`src/logic/cachePkg.sv`:
```
package cachePkg;

  // Cache geometry
  localparam int numSets = 16;
  localparam int wordsPerLine = 4;
  localparam int byteBits = 2;
  localparam int indexBits = $clog2(numSets);
  localparam int offsetBits = $clog2(wordsPerLine);
  localparam int tagBits = 32 - indexBits - offsetBits - byteBits;

  // Controller state encodings
  localparam logic [2:0] stReady = 3'd0;
  localparam logic [2:0] stWriteBack = 3'd1;
  localparam logic [2:0] stMemRead = 3'd2;
  localparam logic [2:0] stNextRequest = 3'd3;
  localparam logic [2:0] stDirectWrite = 3'd4;
  localparam logic [2:0] stFlush = 3'd5;

  // Byte address, seen either whole or split into its cache fields
  typedef union packed {
    logic [31:0] raw;
    struct packed {
      logic [tagBits-1:0] tag;
      logic [indexBits-1:0] index;
      logic [offsetBits-1:0] wordOffset;
      logic [byteBits-1:0] byteOffset;
    } fields;
  } cacheAddr;

endpackage

```
`src/logic/cacheController.sv`:
```
`timescale 1ns/10ps

module cacheController (
  input  logic                            clk,
  input  logic                            reset,
  input  logic                            cacheEnable,
  input  logic                            flushRequest,
  input  logic                            cpuRead,
  input  logic                            cpuWrite,
  input  cachePkg::cacheAddr              cpuAddr,
  input  logic [31:0]                     cpuWData,
  input  logic [3:0]                      cpuByteMask,
  input  logic                            hitWay1,
  input  logic                            hitWay2,
  input  logic                            lruWay,
  input  logic                            victimDirty,
  input  logic [cachePkg::tagBits-1:0]    victimTag,
  input  logic [31:0]                     readWord,
  input  logic [31:0]                     memRData,
  input  logic                            memReady,
  output logic                            stall,
  output logic [31:0]                     cpuRData,
  output logic                            memRequest,
  output logic                            memWrite,
  output logic [31:0]                     memAddr,
  output logic [31:0]                     memWData,
  output logic [cachePkg::indexBits-1:0]  lineIndex,
  output logic [cachePkg::offsetBits-1:0] wordSel,
  output logic [1:0]                      wayWrite,
  output logic                            blockWrite,
  output logic [31:0]                     writeData,
  output logic [3:0]                      writeMask,
  output logic                            dirtyIn,
  output logic                            validIn,
  output logic                            cleanIndexWay,
  output logic                            flushDone,
  output logic                            hitPulse,
  output logic                            missPulse
);
  import cachePkg::*;

  logic [2:0] state, nextState;
  logic [offsetBits-1:0] wordCount;
  // Flush walk position, set in the upper bits and way in bit 0
  logic [indexBits:0] flushCount;
  logic inFlush, replay, request, hit, fillWay;
  logic wordDone, lastWord, decide;
  logic [31:0] bypassWord;
  cacheAddr lineAddr;

  assign request = cpuRead | cpuWrite;
  assign hit = hitWay1 | hitWay2;
  assign wordDone = memRequest & memReady;
  assign lastWord = wordDone & (wordCount == offsetBits'(wordsPerLine - 1));

  // Hitting way first, else the replacement way from storage
  assign fillWay = hitWay2 | (~hitWay1 & lruWay);
  assign cleanIndexWay = inFlush ? flushCount[0] : fillWay;

  always_ff @(posedge clk, posedge reset) begin
    if (reset) begin
      state <= stReady;
    end else begin
      state <= nextState;
    end
  end

  // Word counter for line transfers, held while memReady is low
  always_ff @(posedge clk, posedge reset) begin
    if (reset) begin
      wordCount <= '0;
    end else if (state == stReady || state == stNextRequest || state == stFlush) begin
      wordCount <= '0;
    end else if (wordDone) begin
      wordCount <= wordCount + 1'b1;
    end
  end

  always_ff @(posedge clk, posedge reset) begin
    if (reset) begin
      flushCount <= '0;
      inFlush <= 1'b0;
      replay <= 1'b0;
    end else begin
      // Access was already resolved by memory, the next ready cycle completes it
      replay <= (state == stNextRequest);
      if (state == stReady && flushRequest) begin
        inFlush <= 1'b1;
      end else if (flushDone) begin
        inFlush <= 1'b0;
      end
      if (state == stFlush && !victimDirty) begin
        flushCount <= flushCount + 1'b1;
      end
    end
  end

  // Word returned by an uncached read
  always_ff @(posedge clk) begin
    if (state == stMemRead && wordDone && !cacheEnable) begin
      bypassWord <= memRData;
    end
  end

  always_comb begin
    nextState = state;
    case (state)
      stReady: begin
        if (flushRequest) begin
          nextState = stFlush;
        end else if (request && !cacheEnable && !replay) begin
          nextState = cpuWrite ? stDirectWrite : stMemRead;
        end else if (request && cacheEnable && !hit) begin
          nextState = victimDirty ? stWriteBack : stMemRead;
        end
      end
      stWriteBack: begin
        if (lastWord) begin
          nextState = inFlush ? stFlush : stMemRead;
        end
      end
      stMemRead: begin
        if (lastWord || (wordDone && !cacheEnable)) begin
          nextState = stNextRequest;
        end
      end
      stDirectWrite: begin
        if (wordDone) begin
          nextState = stNextRequest;
        end
      end
      stNextRequest: nextState = stReady;
      stFlush: begin
        if (victimDirty) begin
          nextState = stWriteBack;
        end else if (&flushCount) begin
          nextState = stReady;
        end
      end
      default: nextState = stReady;
    endcase
  end

  assign stall = (state != stReady) | flushRequest |
                 (request & (cacheEnable ? ~hit : ~replay));
  assign cpuRData = cacheEnable ? readWord : bypassWord;

  assign memRequest = (state == stWriteBack) | (state == stMemRead) |
                      (state == stDirectWrite);
  assign memWrite = (state == stWriteBack) | (state == stDirectWrite);
  assign memWData = (state == stWriteBack) ? readWord : cpuWData;

  assign lineIndex = inFlush ? flushCount[indexBits:1] : cpuAddr.fields.index;
  assign wordSel = (state == stWriteBack || state == stMemRead) ?
                   wordCount : cpuAddr.fields.wordOffset;

  // Victim tag on write-back, request tag on fill, request word when uncached
  always_comb begin
    lineAddr = cpuAddr;
    lineAddr.fields.byteOffset = '0;
    if (state == stWriteBack) begin
      lineAddr.fields.tag = victimTag;
      lineAddr.fields.index = lineIndex;
      lineAddr.fields.wordOffset = wordCount;
    end else if (cacheEnable) begin
      lineAddr.fields.wordOffset = wordCount;
    end
    memAddr = lineAddr.raw;
  end

  // Storage write port
  always_comb begin
    wayWrite = 2'b00;
    blockWrite = 1'b0;
    writeData = cpuWData;
    writeMask = 4'b0000;
    dirtyIn = cpuWrite;
    case (state)
      stReady: begin
        // Read hits touch the way only for LRU
        if (cacheEnable && request && hit && !flushRequest) begin
          wayWrite = {cleanIndexWay, ~cleanIndexWay};
          writeMask = cpuWrite ? cpuByteMask : 4'b0000;
        end
      end
      stMemRead: begin
        if (cacheEnable && wordDone) begin
          wayWrite = {cleanIndexWay, ~cleanIndexWay};
          blockWrite = 1'b1;
          writeMask = 4'b1111;
          // Pending store bytes go in with the fill word they belong to
          for (int b = 0; b < 4; b++) begin
            if (!(cpuWrite && cpuByteMask[b] && wordCount == cpuAddr.fields.wordOffset)) begin
              writeData[8*b +: 8] = memRData[8*b +: 8];
            end
          end
        end
      end
      stWriteBack: begin
        // Flushed line becomes clean, tag and data stay
        if (inFlush && lastWord) begin
          wayWrite = {cleanIndexWay, ~cleanIndexWay};
          blockWrite = 1'b1;
          dirtyIn = 1'b0;
        end
      end
      default: begin
        wayWrite = 2'b00;
      end
    endcase
  end

  // lines are never invalidated after reset
  assign validIn = 1'b1;

  assign decide = (state == stReady) & ~flushRequest & request & cacheEnable & ~replay;
  assign hitPulse = decide & hit;
  assign missPulse = decide & ~hit;
  assign flushDone = (state == stFlush) & ~victimDirty & (&flushCount);

endmodule

```
`config.mk`:
```
export PLATFORM = sky130hd
export DESIGN_NAME = cacheController
export DESIGN_NICKNAME = d
export VERILOG_FILES = /design/src/logic/cachePkg.sv /design/src/logic/cacheController.sv
export SDC_FILE = /design/constraint.sdc
export NUM_CORES = 1
export LEC_CHECK = 0
export BUFFER_PORTS_ARGS = -buffer_cell sky130_fd_sc_hd__buf_4
export CORE_AREA = 5 5 121 123
export CTS_CLUSTER_SIZE = 20
export DETAILED_ROUTE_END_ITERATION = 10
export DIE_AREA = 0 0 126 128
export GPL_ROUTABILITY_DRIVEN = 0
export PLACE_DENSITY_LB_ADDON = 0.1
export RECOVER_POWER = 25
export SETUP_SLACK_MARGIN = 0.4
export SYNTH_ARGS = -nofsm -noshare
export SYNTH_HDL_FRONTEND = slang
export SYNTH_SLANG_ARGS = --single-unit
```
`constraint.sdc`:
```
create_clock -name clk -period 2.8 [get_ports clk]
set_input_delay 0.14 -clock clk [delete_from_list [all_inputs] [get_ports clk]]
set_output_delay 0.14 -clock clk [all_outputs]
set_load 0.005 [all_outputs]
```
Word level (Yosys, flattened, before mapping)
Index checks and enable logic that the tools add are counted.

cells by class
  mux-type cells = 44
  divide/modulo/power cells = 0
  $lt $le $gt $ge = 0
  reduce and logical (&&, ||, !) cells = 36
  eq/ne operators = 12
  $add $sub $neg = 2
  bitwise gates (word level) = 26
  shift operators = 0
  $mul = 0

operator list
  kind                                            count
  two-way mux 32 bit                              4
  two-way mux 8 bit                               4
  two-way mux 3 bit                               10
  two-way mux 28 bit                              1
  logical AND 1 bit                               21
  two-way mux 2 bit                               9
  two-way mux 4 bit                               4
  case mux 3 bit (5 select lines)                 1
  bitwise AND 1 bit                               12
  AND reduction 5 bit                             2
  two-way mux 1 bit                               8
  bitwise OR 1 bit                                8
  case mux 4 bit (2 select lines)                 1
  == test 3 x 2 -> 1 bit (second input constant)  2
  == test 3 bit (second input constant)           2
  NOT 1 bit                                       6
  case mux 2 bit (3 select lines)                 1
  adder 5 x 1 -> 5 bit (second input constant)    1
  zero test 1 bit                                 5
  logical OR 1 bit                                4
  != test 2 bit (second input constant)           2
  != test 4 bit (second input constant)           1
  nonzero test 2 bit                              2
  == test 3 x 1 -> 1 bit (second input constant)  1
  8 further kinds                                 8

storage, ports and cells
  memory bits (writable) = 0
  memory bits (read-only) = 0
  input port bits = 167
  memories kept = 0
  bits in registers = 44
  output and inout port bits = 150
  word-level logic and storage cells = 126
  bits in latches = 0

Logic depth before layout (Yosys ltp)
  depth after elaboration = 8
  mapped depth = 8
  mapped depth without buffers = 8

Least setup slack after synthesis
Ideal clock, no wire load.

  path type = reg2reg
  from = register state[1]
  to = register bypassWord[0] (enable)
  setup time = 0.421 ns
  data required time = 2.379 ns
  buffers on the path = 2
  slack = 0.122 ns
  arrival time = 2.258 ns
  period minus slack after synthesis = 2.678 ns
  stages on the path, launching flop included = 5
  cell sequence = dfrtp_1 buf_4 clkbuf_1 nand2_1 nor2_1

between the ends
  word-level cells in the longest chain between the ends = 6
  elaborated cells between the ends (all ways) = 8
  those cells by class = eq/ne: 3; bitwise: 3; reduce/logical: 2

ends and longest elaborated chain
  element                                                                  RTL line                                        RTL
  start, declared                                                          cacheController.sv:42                           logic [2:0] state, nextState;
  start signal, assigned                                                   cacheController.sv:62                           state <= stReady;
  start signal, assigned                                                   cacheController.sv:64                           state <= nextState;
  == test 3 x 1 -> 1 bit / == test 3 x 2 -> 1 bit (equally long branches)  cacheController.sv:148, cacheController.sv:100
  bitwise OR 1 bit (2 in a row)                                            cacheController.sv:148                          assign memRequest = (state == stWriteBack) | (state == stMemRead) |
  bitwise AND 1 bit                                                        cacheController.sv:53                           assign wordDone = memRequest & memReady;
  logical AND 1 bit * (2 in a row)                                         cacheController.sv:100                          if (state == stMemRead && wordDone && !cacheEnable) begin
  end signal, assigned                                                     cacheController.sv:101                          bypassWord <= memRData;
  end, declared                                                            cacheController.sv:48                           logic [31:0] bypassWord;

Every way passes the cells marked *; elsewhere a longest branch is shown, timed or not.
A chain may end at the register's enable or synchronous reset.

Worst setup path in the final report
  from = register state[0]
  to = output wayWrite[0]

between the ends
  word-level cells in the longest chain between the ends = 8
  elaborated cells between the ends (all ways) = 13
  those cells by class = eq/ne: 3; mux: 3; bitwise: 4; reduce/logical: 3

ends and longest elaborated chain
  element                                                                  RTL line                                        RTL
  == test 3 x 1 -> 1 bit / == test 3 x 2 -> 1 bit (equally long branches)  cacheController.sv:148, cacheController.sv:178
  bitwise OR 1 bit (2 in a row)                                            cacheController.sv:148
  bitwise AND 1 bit                                                        cacheController.sv:53
  bitwise AND 1 bit                                                        cacheController.sv:54                           assign lastWord = wordDone & (wordCount == offsetBits'(wordsPerLine - 1));
  logical AND 1 bit                                                        cacheController.sv:201                          if (inFlush && lastWord) begin
  two-way mux 2 bit                                                        cacheController.sv:201
  case mux 2 bit (3 select lines) *                                        cacheController.sv:178                          case (state)
  end, declared                                                            cacheController.sv:29                           output logic [1:0] wayWrite,

Marks and branches as above.

==> results.ini <==
[routing]
drt_pass1_iterations = 4
drtIter0Drc = 113
viasPerCell = 4.58
drtAntennaViolNets = 0
drt-total-wl_um = 15300
route.detailed.drc = 0
wl_per_cell_um = 19.1
num_vias = 3660

[timing]
period_needed_ns = 2.28
relSlewSlack_pct = 63.7
worst_slack_ns = 0.516
finalSetupTns_ns = 0
post-route-period-util_pct = 81.6
finClkSkew_ns = 0.00530
grt_setup_unrepaired = false
worstMarginPinSlew_ns = 0.545
final_max_slew_viol_count = 0
timing.fmax_mhz = 438
finalSetupViolCount = 0
hold_viol_final = 0

[floorplanning]
ios = 317
design.die.area_um2 = 16100
initial_core_util_pct = 26.9
die_height_um = 128
row_count = 43
core_area_um2 = 13600
die_width_um = 126

[worst_hold_path]
hold_path_class = in -> reg

[clock_tree]
clkSinkCount = 44
htree_levels = 2
clock_latency_ns = 0.28
clockBufferDepth = 2
numCtsBuffers = 5
clock_tree.root_cell = clkbuf_16
path_clk_slew_ns = 0.07
tritoncts = done

[placed_design]
port_buffers = 311
hpwl_um = 12600
pre_cts_ws_ns = 0.637

[synthesis]
synth_top_cell_by_area = mux2_2
ys_types = 47
synth-main-ff-cell = edfxtp_1
synthCells = 310
ys_top_cells_by_area = mux2_2, edfxtp_1, dfrtp_1
synth_most_common_cell = mux2_2
yosysWarningCount = 0
yosysSeqAreaShare_pct = 34.6
syn_area_per_cell_um2 = 11.8
netlist_area_um2 = 3650
synthArstFlopShare_pct = 27.3
synth_seq_cells = 44
yosys-top-cells-count = mux2_2, edfxtp_1, nor2_1, dfrtp_1, nand2_1
synth.top_cell.area_share_pct = 41.7
synth_edf_count = 32

[worst_setup_path]
arrival_ns = 2.14
start_kind = flop
cp-end-kind = output port
required_ns = 2.66
reg2reg_slack_ns = 0.78
ff2ff_path_depth = 8
crit_type = reg -> out
setup.worst_path.start = state[0]
worstSetupEndpoint = wayWrite[0]
r2r-start = flushCount[0]
reg2reg_to = state[0]
crit_path_max_fanout = 11

[layout]
antenna_cells = 0
drive_above_1_share_pct = 74.2
syn_to_final_growth_pct = 74.0
nets = 788

[grt]
grt_max_degree = 45
grt_pass1_vias = 3687
grt_overflow = 0
antenna_found_initial = 0
grt_pass1_wl_um = 22200
grt_use_total_pct = 17.5

[outcome]
status = complete, no violations

[job]
max_cap_violations = 0

[power]
power.leakage_nw = 2.84
design_power_total_mw = 4.32
p_per_area_nw_per_um2 = 680
vdd_ir_drop_max_v = 0.000570

flip-flops by register name, indices dropped and copies added (netlist names):
register    count
bypassWord     32
flushCount      5
state           3
wordCount       2
inFlush         1
replay          1
where the power goes:
group / internal (mW) / switching [mW] / total [mW]
registers: 0.777 / 0.107 / 0.884
logic: 1.62 / 1.14 / 2.76
clock network: 0.420 / 0.253 / 0.673
total: 2.82 / 1.50 / 4.32
worst min-delay path by stage:
stage	startpoint	end	slack, ns	depth (start not counted)
floorplan	reset	flushCount[0]	0.005	1
global placement	reset	flushCount[1]	0.21	2
detailed placement	reset	inFlush	0.22	2
CTS	memRData[7]	bypassWord[7]	0.03	1
global route	memRData[31]	bypassWord[31]	0.05	1
finish	memRData[7]	bypassWord[7]	0.06	1
placed cells by master, fill, tap and decap left out, drive strengths merged, types with 2 or more instances in the layout:
| master | instances |
|---|---|
| nor4 | 2 |
| nand4 | 3 |
| edfxtp | 32 |
| nand2 | 12 |
| a31oi | 6 |
| nor2 | 21 |
| and2 | 2 |
| buf | 276 |
| o21ai | 9 |
| clkinv | 2 |
| conb | 3 |
| dfrtp | 12 |
| clkbuf | 50 |
| o22ai | 2 |
| mux2 | 135 |
| and3 | 2 |
| inv | 7 |
| a21oi | 7 |
| or2 | 2 |
| nor3b | 3 |
| nand2b | 5 |
| xnor2 | 3 |
| o21a | 2 |
| nand3b | 2 |
| ha | 3 |
| xor2 | 3 |
per-stage QoR:
stage / std cells / hold slack, ns / cell area, um2 / utilization (%)
global route: 799 / 0.0538 / 6350 / 46.8
floorplan: 311 / 0.00470 / 3650 / -
detailed placement: 786 / 0.220 / 6160 / 45.4
global placement: 786 / 0.212 / 6160 / 45.4
finish: 799 / 0.0646 / 6350 / 46.8
CTS: 798 / 0.0311 / 6400 / 47.2
critical path, cell delays in order (launching register included):
cell,delay [ns]
dfrtp_2,0.48
buf_4,0.21
nor4_4,0.32
nand3b_1,0.16
or2_4,0.30
and3_1,0.17
nor2_1,0.10
buf_4,0.12
cell type report:
type / instances / area, um2
Inverter: 7 / 26.3
Clock inverter: 3 / 42.5
Timing Repair Buffer: 322 / 2410
Multi-Input combinational cell: 238 / 2250
Fill cell: 1358 / 7210
Tap cell: 180 / 225
Clock buffer: 5 / 125
Sequential cell: 44 / 1260
cells by family (layout without fill, tap and decap cells):
family	Yosys count	after routing	share of synthesized area, %
AO/OA/AOI/OAI	34	34	7.54
XOR/XNOR	6	6	1.44
adder cells (fa/ha/maj)	3	3	1.03
buffers and inverters	29	337	4.18
flip-flops	44	44	34.6
multiplexers	135	135	41.7
other	2	3	0.206
AND/OR/NAND/NOR	57	57	9.36
layer usage:
layer	track usage, %	wire, um	part of all wire (%)	vias up
li1	-	-	-	1772
met1	21.5	6170	40	1730
met2	31.7	8000	52	147
met3	4.13	993	6.5	11
met4	2.65	129	0.84	0
met5	0	0	0	-
timing repair:
item | CTS | global route
hold endpoints to repair | 12 | 0
setup endpoints to repair | 12 | 12
hold buffers | 1 | 0
buffers inserted | 3 | 1
pin swaps | 0 | 1
resized for setup | 1 | 3
(Power assumes the default switching activity.)
