<file path="src/logic/cfgPkg.sv">
package cfgPkg;

  localparam int apbAddrBits = 8;

  // Register map
  localparam logic [apbAddrBits-1:0] regCtrl = 8'h00;
  localparam logic [apbAddrBits-1:0] regStatus = 8'h04;
  localparam logic [apbAddrBits-1:0] regHits = 8'h08;
  localparam logic [apbAddrBits-1:0] regMisses = 8'h0C;

  // CTRL fields
  localparam int ctrlEnableBit = 0;
  localparam int ctrlFlushBit = 1;

  // STATUS fields
  localparam int statusBusyBit = 0;

endpackage

</file>
<file path="src/logic/cacheConfig.sv">
`timescale 1ns/10ps

module cacheConfig (
  input  logic                           clk,
  input  logic                           reset,
  input  logic                           psel,
  input  logic                           penable,
  input  logic                           pwrite,
  input  logic [cfgPkg::apbAddrBits-1:0] paddr,
  input  logic [31:0]                    pwdata,
  input  logic                           flushDone,
  input  logic                           hitPulse,
  input  logic                           missPulse,
  output logic [31:0]                    prdata,
  output logic                           pready,
  output logic                           pslverr,
  output logic                           cacheEnable,
  output logic                           flushRequest
);
  import cfgPkg::*;

  logic [31:0] hitCount, missCount;
  logic apbWrite, mapped;

  assign apbWrite = psel & penable & pwrite;
  assign mapped = paddr inside {regCtrl, regStatus, regHits, regMisses};

  // No wait states
  assign pready = 1'b1;
  assign pslverr = psel & penable & ~mapped;

  always_ff @(posedge clk, posedge reset) begin
    if (reset) begin
      cacheEnable <= 1'b0;
      flushRequest <= 1'b0;
      hitCount <= '0;
      missCount <= '0;
    end else begin
      if (apbWrite && paddr == regCtrl) begin
        cacheEnable <= pwdata[ctrlEnableBit];
      end
      // Flush bit stays set until the controller reports it done
      if (apbWrite && paddr == regCtrl && pwdata[ctrlFlushBit]) begin
        flushRequest <= 1'b1;
      end else if (flushDone) begin
        flushRequest <= 1'b0;
      end
      if (apbWrite && paddr == regHits) begin
        hitCount <= '0;
      end else if (hitPulse) begin
        hitCount <= hitCount + 1'b1;
      end
      if (apbWrite && paddr == regMisses) begin
        missCount <= '0;
      end else if (missPulse) begin
        missCount <= missCount + 1'b1;
      end
    end
  end

  always_comb begin
    prdata = '0;
    case (paddr)
      regCtrl: begin
        prdata[ctrlEnableBit] = cacheEnable;
        prdata[ctrlFlushBit] = flushRequest;
      end
      regStatus: prdata[statusBusyBit] = flushRequest;
      regHits: prdata = hitCount;
      regMisses: prdata = missCount;
      default: prdata = '0;
    endcase
  end

endmodule

</file>
<file path="config.mk">
export PLATFORM = sky130hd
export DESIGN_NAME = cacheConfig
export DESIGN_NICKNAME = d
export VERILOG_FILES = /design/src/logic/cfgPkg.sv /design/src/logic/cacheConfig.sv
export SDC_FILE = /design/constraint.sdc
export NUM_CORES = 1
export LEC_CHECK = 0
export BUFFER_PORTS_ARGS = -buffer_cell sky130_fd_sc_hd__buf_2
export CAP_MARGIN = 20
export CORE_ASPECT_RATIO = 0.5
export CORE_MARGIN = 2
export CORE_UTILIZATION = 55
export DETAILED_ROUTE_END_ITERATION = 10
export HOLD_SLACK_MARGIN = 0.15
export PLACE_DENSITY = 0.87
export SLEW_MARGIN = 20
export SYNTH_ARGS = -nofsm -noshare
export SYNTH_HDL_FRONTEND = slang
export SYNTH_SLANG_ARGS = --single-unit
</file>
<file path="constraint.sdc">
create_clock -name clk -period 2.5 [get_ports clk]
set_input_delay 0.5 -clock clk [delete_from_list [all_inputs] [get_ports clk]]
set_output_delay 0.5 -clock clk [all_outputs]
set_load 0.005 [all_outputs]
</file>
# Yosys cells after proc, flatten, opt, wreduce, memory -nomap -nowiden
# Cells that the tools add are included.
[op_classes]
div = 0
order_cmp = 0
n_addsub = 2
shifts = 0
mul = 0
bitwise_logic = 4
n_reduce_logical = 9
mux = 9
n_eq_ne = 3
[op_table]
columns = ["operator", "n"]
rows = [
  ["two-way mux 32 bit", 4],
  ["adder 32 x 1 -> 32 bit, second input constant", 2],
  ["one-hot mux 30 bit (2 select lines)", 1],
  ["equality test 8 x 4 -> 1 bit, second input constant", 2],
  ["equality test 8 x 3 -> 1 bit, second input constant", 1],
  ["logical NOT 8 bit", 1],
  ["nonzero test 2 bit", 3],
  ["logical AND 1 bit", 4],
  ["one-hot mux 1 bit (4 select lines)", 1],
  ["nonzero test 4 bit", 1],
  ["AND 1 bit", 3],
  ["one-hot mux 1 bit (3 select lines)", 1],
  ["two-way mux 1 bit", 2],
  ["inverter 1 bit", 1],
]
[totals]
latch_bits = 0
mem_count = 0
rom_bits = 0
inputBits = 48
out_inout_bits = 36
reg_bits = 66
mem_bits_rw = 0

# Longest topological paths before layout
# Gate-level depths: netlist of the first run.
[logic_depth]
depth_word = 5
depth_mapped = 7
mapped_depth_nobuf = 5

# Least setup slack after synthesis of the first run
# OpenSTA, ideal clock, no wires.
[synth_path]
kind = "input -> output"
from = "in paddr[1] (netlist name)"
to = "out prdata[10]"
stages = 6
arrival_ps = 1910
path_slack_ps = 90
path_buffers = 2
cell_sequence = "nor4_1 nand2_1 nor2_1 buf_2 buf_2 a22o_1"
[synth_via]
elab_chain_len = 2
[synth_rtl]
columns = ["element", "line_no", "rtl"]
rows = [
  ["from (decl)", "cacheConfig.sv:9", "input logic [cfgPkg::apbAddrBits-1:0] paddr,"],
  ["equality test 8 x 4 -> 1 bit", "cacheConfig.sv:63", "case (paddr)"],
  ["one-hot mux 30 bit (2 select lines) (*)", "cacheConfig.sv:63", ""],
  ["to (decl)", "cacheConfig.sv:14", "output logic [31:0] prdata,"],
]
# Mark *: on every way between the ends. The rest lies on a longest branch, timed or not.

# Worst setup path after layout of the first run
[layout_path]
from = "in paddr[1] (netlist name)"
to = "out prdata[7]"
# The elaborated chain is that of the path after synthesis.

==> results of run 1 <==
## layer usage
metal  vias to the layer above  wire (um)
li1                       1710          -
met1                      1767       4500
met2                       167       4540
met3                        19        918
met4                         0        193
met5                         -          0
## cells by family (layout without fill, tap and decap cells)
kind of cell               after synthesis  after routing  synth area share (%)
buffers and inverters                   41             95                  4.42
DFF                                     66             66                  42.2
adders and majority gates                2              2                 0.640
AOI/OAI and AO/OA                       91             91                  16.9
muxes                                   12             12                  3.42
xor gates and xnor gates                25             25                  5.60
other                                    1              1                0.0959
and+or+nand+nor                        188            188                  26.7
## critical path, delay by kind of cell
kind / cells / cell delay (ps)
buffers and inverters: 3 / 460
and+or+nand+nor: 3 / 700
AOI/OAI and AO/OA: 1 / 210
## layout make-up
class,instances,area share (%)
inverter,13,1.06
sequential,66,36.0
clock buffer,12,5.16
timing repair buffer,69,9.28
clock inverter,1,0.109
multi-input combinational,319,45.9
tap,92,2.51
## worst max path at each step
stage                 endpoint  slack, ps
floorplan           prdata[10]         90
detailed placement   prdata[7]        100
CTS                  prdata[7]         90
finish               prdata[7]        140
global placement    prdata[16]        140
global route         prdata[7]         70
## state kept, by name (all words and copies together) (netlist names)
| register | cells |
|---|---|
| missCount | 32 |
| hitCount | 32 |
| flushRequest | 1 |
| cacheEnable | 1 |
## report_power, final
group / internal (uW) / switching [uW]
Combinational: 164 / 190
Clock: 652 / 429
Sequential: 1180 / 166
Total: 1990 / 786
## timing repair
| action | CTS | global route |
|---|---|---|
| gates resized for setup | 0 | 1 |
| endpoints found under the hold margin | 0 | 0 |
| setup endpoints to repair | 0 | 16 |
## cells in the final DEF, fill, tap and decap left out, types with 6 or more instances in the layout
master	Yosys	routed
xor2_1	8	8
nor4_1	13	11
or4_1	22	22
dfrtp_1	66	66
nand3_1	22	22
a21oi_1	20	20
nand2b_1	8	8
or3_1	12	12
o31ai_1	23	23
inv_1	13	12
and4_1	6	6
o21ai_0	6	6
clkbuf_16	0	9
buf_4	1	14
nor2_1	38	36
buf_2	6	52
mux2i_1	10	10
nand4_1	18	18
nor3_1	7	7
xnor2_1	17	17
a22oi_1	9	9
and3_1	7	7
nand2_1	29	29
a22o_1	31	31
## per-stage QoR
stage / instance area [sq um] / std cells / total power (uW) / utilization, %
after floorplan: 3910 / 426 / 1580 / -
after global placement: 4340 / 559 / 1690 / 64.0
after detailed placement: 4340 / 559 / 1710 / 64.0
after CTS: 4580 / 572 / 2800 / 67.6
after global routing: 4590 / 572 / 2930 / 67.6
final: 4590 / 572 / 2780 / 67.6
==> results.sh, run 1 <==
export IMPL_setup_slack_ps=137
export IMPL_first_pass_iters=5
export IMPL_synth_cells=426
export IMPL_worst_r2r_endpoint="hitCount[31]"
export IMPL_coreArea_sq_mm=0.00678
export IMPL_holdWs_ps=232
export IMPL_postRouteAntennaNets=0
export IMPL_dp_hpwl_um=6870
export IMPL_seqCellArea_sq_mm=0.00165
export IMPL_maxCapViolCount=0
export IMPL_area_growth_pct=17.3
export IMPL_slew_viol_final=0
export IMPL_hold_class="in -> async"
export IMPL_min_period_ps=2360
export IMPL_met1_usage_pct=38.3
export IMPL_fmax_mhz=423
export IMPL_required_ps=2000
export IMPL_antennaDiodeCount=0
export IMPL_clock_latency_ps=330
export IMPL_ys_seq_elements=66
export IMPL_yosys_top_cells_area="dfrtp_1 42%, a22o_1 6.9%, o31ai_1 4.4%"
export IMPL_dr_total_vias=3663
export IMPL_worstSetupStartpoint="paddr[1]"
export IMPL_cts_sinks=66
export IMPL_cp_end_kind="output port"
export IMPL_grt_max_degree=67
export IMPL_drtIter0Drc=415
export IMPL_p_leak_uw=0.00202
export IMPL_yosys_warnings=0
export IMPL_fin_worst_skew_ps=6.09
export IMPL_ys_flop_type="dfrtp_1"
export IMPL_fin_crit_sh_pct=94.5
export IMPL_drcViolationCount=0
export IMPL_cp_slowest_cell="nor4_2"
export IMPL_post_place_ws_ps=97.6
export IMPL_post_synth_top_count_cell="dfrtp_1"
export IMPL_nNetsFinal=528
export IMPL_worstPathMaxFanout=39
export IMPL_die_h_um=63.6
export IMPL_netlist_area_leader_share_pct=42.2
export IMPL_grt_pass1_vias=3265
export IMPL_path_cells="buf_2, nor4_2, nand2_1, nor2_2, buf_12, a22o_1, buf_2"
export IMPL_peakVddDrop_v=0.000434
export IMPL_cts_tree="yes"
export IMPL_ys_top_cells_by_count="66 x dfrtp_1, 38 x nor2_1, 31 x a22o_1"
export IMPL_slowest_delay_ps=320
export IMPL_synth_edf_count=0
export IMPL_syn_nets=476
export IMPL_grt_overflow=0
export IMPL_crit_reg2reg_launch="hitCount[3]"
export IMPL_antenna_found_initial=0
export IMPL_clockRootBuffer="clkbuf_16"
export IMPL_max_slew_margin_pct=54.0
export IMPL_wl_per_cell_um=17.7
export IMPL_synth_cell_types=35
export IMPL_reg2reg_depth=4
export IMPL_multi_input_area_sq_mm=0.00210
export IMPL_ff2ff_setup_slack_ps=250
export IMPL_yosysSeqAreaShare_pct=42.2
export IMPL_busiest_layer="met2"
export IMPL_synth_top_area_cell="dfrtp_1"
export IMPL_synth_async_reset_ratio_pct=100
export IMPL_place_gp_congestion=0.944
export IMPL_htree_levels=3
export IMPL_start_util_pct=57.7
export IMPL_crit_type="in -> out"
export IMPL_track_usage_pct=27.6
export IMPL_setup_tns_ps=0
export IMPL_hold_violations=0
export IMPL_rows=21
export IMPL_syn_avg_cell_area_sq_um=9.18
export IMPL_wirelength_um=10100
export IMPL_nFillCells=582
export IMPL_die_x_um=123
export IMPL_clock_path_buffers=2
export IMPL_syn_cell_area_sq_mm=0.00391
export IMPL_cts_hold_buffers=0
export IMPL_die_area_sq_mm=0.00784
export IMPL_pin_count=84
export IMPL_clk_pin_slew_ps=50
export IMPL_met3_usage_pct=9.78
export IMPL_worst_setup_path_start_kind="input port"
export IMPL_post_cts_setup_buffer_count=0
export IMPL_drive_gt1_share_pct=19.2
export IMPL_grt_pass1_wl_um=16500
export IMPL_rsz0062_at_grt="false"
export IMPL_cts_buffers=9
export IMPL_timing_critical_path_mode_cell="buf_2"
export IMPL_outcome="completed"
export IMPL_io_buffer_count=52
export IMPL_met2_usage_pct=40.2
export IMPL_viasPerCell=6.40
export IMPL_cp_arrival_ps=1860
export IMPL_worstMarginPinSlew_ps=683
export IMPL_power_density_mw_per_mm2=606
export IMPL_setup_viol=0
(Power assumes the default switching activity.)
==> run 2, diff against run 1 <==
--- a/config.mk
+++ b/config.mk
@@ -7,11 +7,15 @@
 export LEC_CHECK = 0
 export BUFFER_PORTS_ARGS = -buffer_cell sky130_fd_sc_hd__buf_2
 export CAP_MARGIN = 20
+export CELL_PAD_IN_SITES_DETAIL_PLACEMENT = 1
+export CELL_PAD_IN_SITES_GLOBAL_PLACEMENT = 2
 export CORE_ASPECT_RATIO = 0.5
 export CORE_MARGIN = 2
-export CORE_UTILIZATION = 55
+export CORE_UTILIZATION = 33
+export CTS_CLUSTER_DIAMETER = 40
 export DETAILED_ROUTE_END_ITERATION = 10
 export HOLD_SLACK_MARGIN = 0.15
+export MAX_ROUTING_LAYER = met4
 export PLACE_DENSITY = 0.87
 export SLEW_MARGIN = 20
 export SYNTH_ARGS = -nofsm -noshare
==> run 2 against run 1 <==
Effect of this change:
- non-clock buffer count up 3
- combinational power up 9.3%
- final cell count up 14%
- via count down 0.90%
- clock skew about the same
- critical endpoint is now prdata[25]
==> results.sh, run 2 (synthesis gave the netlist of run 1 again) <==
export IMPL_grt_max_degree=67
export IMPL_clockRootBuffer="clkbuf_16"
export IMPL_rows=28
export IMPL_coreArea_sq_mm=0.0117
export IMPL_cp_end_kind="output port"
export IMPL_reg_largest_list="hitCount x32, missCount x32"
export IMPL_post_place_cells=635
export IMPL_maxCapViolCount=0
export IMPL_dr_total_vias=3630
export IMPL_hold_class="in -> async"
export IMPL_power_density_mw_per_mm2=634
export IMPL_drtIter0Drc=238
export IMPL_worstPathMaxFanout=31
export IMPL_layout_cells_most_common="dfrtp_1"
export IMPL_track_usage_pct=19.9
export IMPL_antenna_found_initial=0
export IMPL_io_buffer_count=52
export IMPL_rsz0062_at_grt="false"
export IMPL_clk_pin_slew_ps=50
export IMPL_power_uw=3020
export IMPL_die_x_um=158
export IMPL_layout_common_cells="66 x dfrtp_1, 52 x buf_2, 36 x nor2_1"
export IMPL_cp_arrival_ps=1820
export IMPL_die_h_um=81.0
export IMPL_cts_sinks=66
export IMPL_cts_tree="yes"
export IMPL_holdWs_ps=212
export IMPL_first_pass_iters=4
export IMPL_clock_path_buffers=2
export IMPL_grt_overflow=0
export IMPL_setup_slack_ps=180
export IMPL_hold_violations=0
export IMPL_place_gp_congestion=0.812
export IMPL_fmax_mhz=431
export IMPL_dp_hpwl_um=8150
export IMPL_slew_viol_final=0
export IMPL_nNetsFinal=531
export IMPL_die_area_sq_mm=0.0128
export IMPL_cts_buffers=9
export IMPL_postRouteAntennaNets=0
export IMPL_fin_cells=651
export IMPL_grt_pass1_wl_um=18900
export IMPL_start_util_pct=33.4
export IMPL_area_growth_pct=21.8
export IMPL_setup_tns_ps=0
export IMPL_drcViolationCount=0
export IMPL_outcome="completed"
export IMPL_post_place_ws_ps=68.2
export IMPL_wl_per_cell_um=17.8
export IMPL_clock_latency_ps=340
export IMPL_htree_levels=3
export IMPL_viasPerCell=5.58
export IMPL_fin_crit_sh_pct=92.8
export IMPL_fin_worst_skew_ps=6.02
export IMPL_grt_pass1_vias=3607
export IMPL_p_leak_uw=0.00207
export IMPL_min_period_ps=2320
export IMPL_pin_count=84
export IMPL_required_ps=2000
export IMPL_crit_type="in -> out"
export IMPL_worst_setup_path_start_kind="input port"
export IMPL_setup_viol=0
export IMPL_drive_gt1_share_pct=20.8
export IMPL_wirelength_um=11600
export IMPL_reg2reg_depth=4
export IMPL_antennaDiodeCount=0
export IMPL_peakVddDrop_v=0.000268
[run 2: power breakdown]
| part | switching (uW) | internal, uW | total [uW] |
|---|---|---|---|
| clock | 477 | 820 | 1300 |
| combinational | 212 | 175 | 387 |
| sequential | 160 | 1180 | 1340 |
[run 2: final cells by class]
cell class / count / area, sq um
Inverter: 13 / 48.8
Tap cell: 165 / 206
Multi-Input combinational cell: 319 / 2100
Clock buffer: 11 / 253
Clock inverter: 5 / 52.6
Fill cell: 1405 / 6940
Sequential cell: 66 / 1650
Timing Repair Buffer: 72 / 448
[run 2: worst paths after layout]
path	slack, ps	endpoint	start
max	180	prdata[25]	paddr[1]
min	210	missCount[28]	reset
max reg2reg	230	missCount[26]	missCount[4]
min reg2reg	550	missCount[31]	missCount[31]
max in group asynchronous	1950	hitCount[1]	reset
min in group clk	370	flushRequest	pwdata[1]
[run 2: repair_timing]
item                                   CTS  global route
setup buffers                            0             0
resized for setup                        0             1
hold buffers                             0             0
setup endpoints to repair                0            28
endpoints found under the hold margin    0             0
[run 2: metal layers]
metal	wire length (um)	global-route usage (%)	up-vias
met2	5260	31.3	67
met1	5790	26.2	1835
met3	407	4.38	8
met5	0	-	-
li1	-	-	1720
met4	123	5.41	0
[run 2: per-stage QoR]
| step | utilization (%) | instance area [sq um] |
|---|---|---|
| floorplan | - | 3910 |
| global placement | 38.0 | 4450 |
| detailed placement | 38.0 | 4450 |
| CTS | 40.7 | 4760 |
| global route | 40.7 | 4760 |
| finish | 40.7 | 4760 |
[run 2: critical path, stage by stage]
cell     delay [ps]
buf_2           100
nor4_2          290
nand2_1         200
nor2_2          190
buf_12          210
a22o_1          190
buf_2           120
==> run 3, diff against run 2 <==
--- a/config.mk
+++ b/config.mk
@@ -16,7 +16,7 @@
 export DETAILED_ROUTE_END_ITERATION = 10
 export HOLD_SLACK_MARGIN = 0.15
 export MAX_ROUTING_LAYER = met4
-export PLACE_DENSITY = 0.87
+export PLACE_DENSITY = 0.86
 export SLEW_MARGIN = 20
 export SYNTH_ARGS = -nofsm -noshare
 export SYNTH_HDL_FRONTEND = slang
==> run 3 against run 2 <==
Effect of this change:
- clock power shrank 8%
- first-iteration DRC count shrank 12%
- critical path depth grew 2
- setup slack lost 38 ps
- maximum frequency shrank 1.6%
- routed wire length grew 7.9%
- critical path type unchanged
- highest routed layer unchanged
- utilization grew 0.43 points
- global-route usage grew 0.88 points
==> results.sh, run 3 (synthesis gave the netlist of run 1 again) <==
export IMPL_reg_largest_list="hitCount x32, missCount x32"
export IMPL_pin_count=84
export IMPL_layout_cells_most_common="dfrtp_1"
export IMPL_worst_r2r_endpoint="missCount[26]"
export IMPL_maxCapViolCount=0
export IMPL_busiest_layer="met2"
export IMPL_cp_end_kind="output port"
export IMPL_peakVddDrop_v=0.000284
export IMPL_ff2ff_setup_slack_ps=180
export IMPL_start_util_pct=33.4
export IMPL_fin_worst_skew_ps=4.48
export IMPL_seqPwrFrac_pct=46.3
export IMPL_grt_pass1_wl_um=19700
export IMPL_worstMarginPinSlew_ps=549
export IMPL_holdWs_ps=207
export IMPL_worstPathMaxFanout=9
export IMPL_wirelength_um=12500
export IMPL_fmax_mhz=424
export IMPL_max_slew_margin_pct=63.4
export IMPL_grt_overflow=0
export IMPL_setup_viol=0
export IMPL_postRouteAntennaNets=0
export IMPL_switching_share_pct=30.1
export IMPL_nFillCells=1403
export IMPL_multi_input_area_sq_mm=0.00212
export IMPL_wl_per_cell_um=19.1
export IMPL_cp_arrival_ps=1860
export IMPL_dp_hpwl_um=8560
export IMPL_layout_common_cells="66 x dfrtp_1, 52 x buf_2, 36 x nor2_1"
export IMPL_place_gp_congestion=0.786
export IMPL_clock_latency_ps=330
export IMPL_crit_reg2reg_launch="missCount[3]"
export IMPL_comb_power_share_pct=12.6
export IMPL_power_density_mw_per_mm2=604
export IMPL_die_h_um=81.0
export IMPL_hold_class="in -> async"
export IMPL_clkPwrFrac_pct=41.1
export IMPL_track_usage_pct=20.8
export IMPL_htree_levels=3
export IMPL_reg2reg_depth=4
export IMPL_met2_usage_pct=33.6
export IMPL_setup_tns_ps=0
export IMPL_post_place_cells=635
export IMPL_fin_cells=654
export IMPL_fin_crit_sh_pct=94.3
export IMPL_slew_viol_final=0
export IMPL_drcViolationCount=0
export IMPL_io_buffer_count=52
export IMPL_grt_pass1_vias=3669
export IMPL_first_pass_iters=4
export IMPL_coreArea_sq_mm=0.0117
export IMPL_crit_type="in -> out"
export IMPL_dr_total_vias=3676
export IMPL_nNetsFinal=534
export IMPL_met1_usage_pct=27.5
export IMPL_fin_util_pct=41.1
export IMPL_power_internal_uw=2030
export IMPL_area_growth_pct=23.1
export IMPL_min_period_ps=2360
export IMPL_p_leak_uw=0.00209
export IMPL_rows=28
export IMPL_cts_hold_buffers=0
export IMPL_hold_violations=0
export IMPL_seqCellArea_sq_mm=0.00165
export IMPL_worst_setup_path_start_kind="input port"
export IMPL_met3_usage_pct=3.79
export IMPL_viasPerCell=5.62
export IMPL_outcome="completed"
export IMPL_die_area_sq_mm=0.0128
export IMPL_required_ps=2000
export IMPL_cts_buffers=9
export IMPL_power_uw=2910
export IMPL_drive_gt1_share_pct=21.3
export IMPL_rsz0062_at_grt="false"
export IMPL_cts_sinks=66
export IMPL_netSwitchingPower_uw=876
export IMPL_die_x_um=158
export IMPL_drtIter0Drc=210
export IMPL_antennaDiodeCount=0
export IMPL_antenna_found_initial=0
export IMPL_clk_pin_slew_ps=60
export IMPL_clock_path_buffers=2
export IMPL_grt_max_degree=47
export IMPL_clockRootBuffer="clkbuf_16"
export IMPL_cts_tree="yes"
[run 3: changes by cell type in the layout (fill, tap and decap cells not counted), sizes merged]
cell,before,now
bufinv,1,0
clkbuf,11,13
buf,72,73
clkinvlp,1,2
[run 3: cell type report]
type,instances,area share (%)
multi-input cells,319,44.0
repair buffers,75,10.8
clock inverters,5,0.624
well taps,165,4.29
flip-flops and latches,66,34.3
inverters,13,1.01
clock buffers,11,5.04
[run 3: metal layers]
metal  up-vias  part of all wire, %
met4         0                 0.26
met5         -                    0
met1      1880                   49
li1       1726                    -
met2        66                   48
met3         4                  3.5
[run 3: power groups by stage]
| stage | clock network, uW | registers, uW | logic, uW |
|---|---|---|---|
| after global routing | 1270 | 1370 | 424 |
| after floorplan | 0 | 1320 | 260 |
| after global placement | 0 | 1360 | 349 |
| after detailed placement | 0 | 1360 | 367 |
| after CTS | 1220 | 1350 | 369 |
| final | 1200 | 1350 | 365 |
[run 3: repair_timing]
| item | 4_1_cts | 5_1_grt |
|---|---|---|
| gates resized for setup | 0 | 4 |
| buffers inserted | 0 | 1 |
| endpoints found under the setup margin | 0 | 30 |
[run 3: worst max-delay path by stage]
| stage | startpoint | to | cells past startpoint |
|---|---|---|---|
| finish | paddr[1] | prdata[18] | 9 |
| global route | paddr[1] | prdata[5] | 9 |
| CTS | paddr[1] | prdata[18] | 8 |
| detailed placement | paddr[1] | prdata[18] | 8 |
| global placement | paddr[1] | prdata[18] | 8 |
| floorplan | paddr[1] | prdata[10] | 6 |
[run 3: worst max-delay path, cell delays in order]
cell and delay [ps]:
buf_2 100, nor4_2 260, buf_4 190, nand2_2 110, nor2_4 130, buf_12 130, buf_12 130, a22o_1 180
buf_2 130
[run 3: per-stage QoR]
step	area, sq um	setup WS, ps
after floorplan	3910	90.3
after global placement	4450	33.2
after detailed placement	4450	22.7
after CTS	4720	14.4
after global routing	4810	30.5
final	4810	141
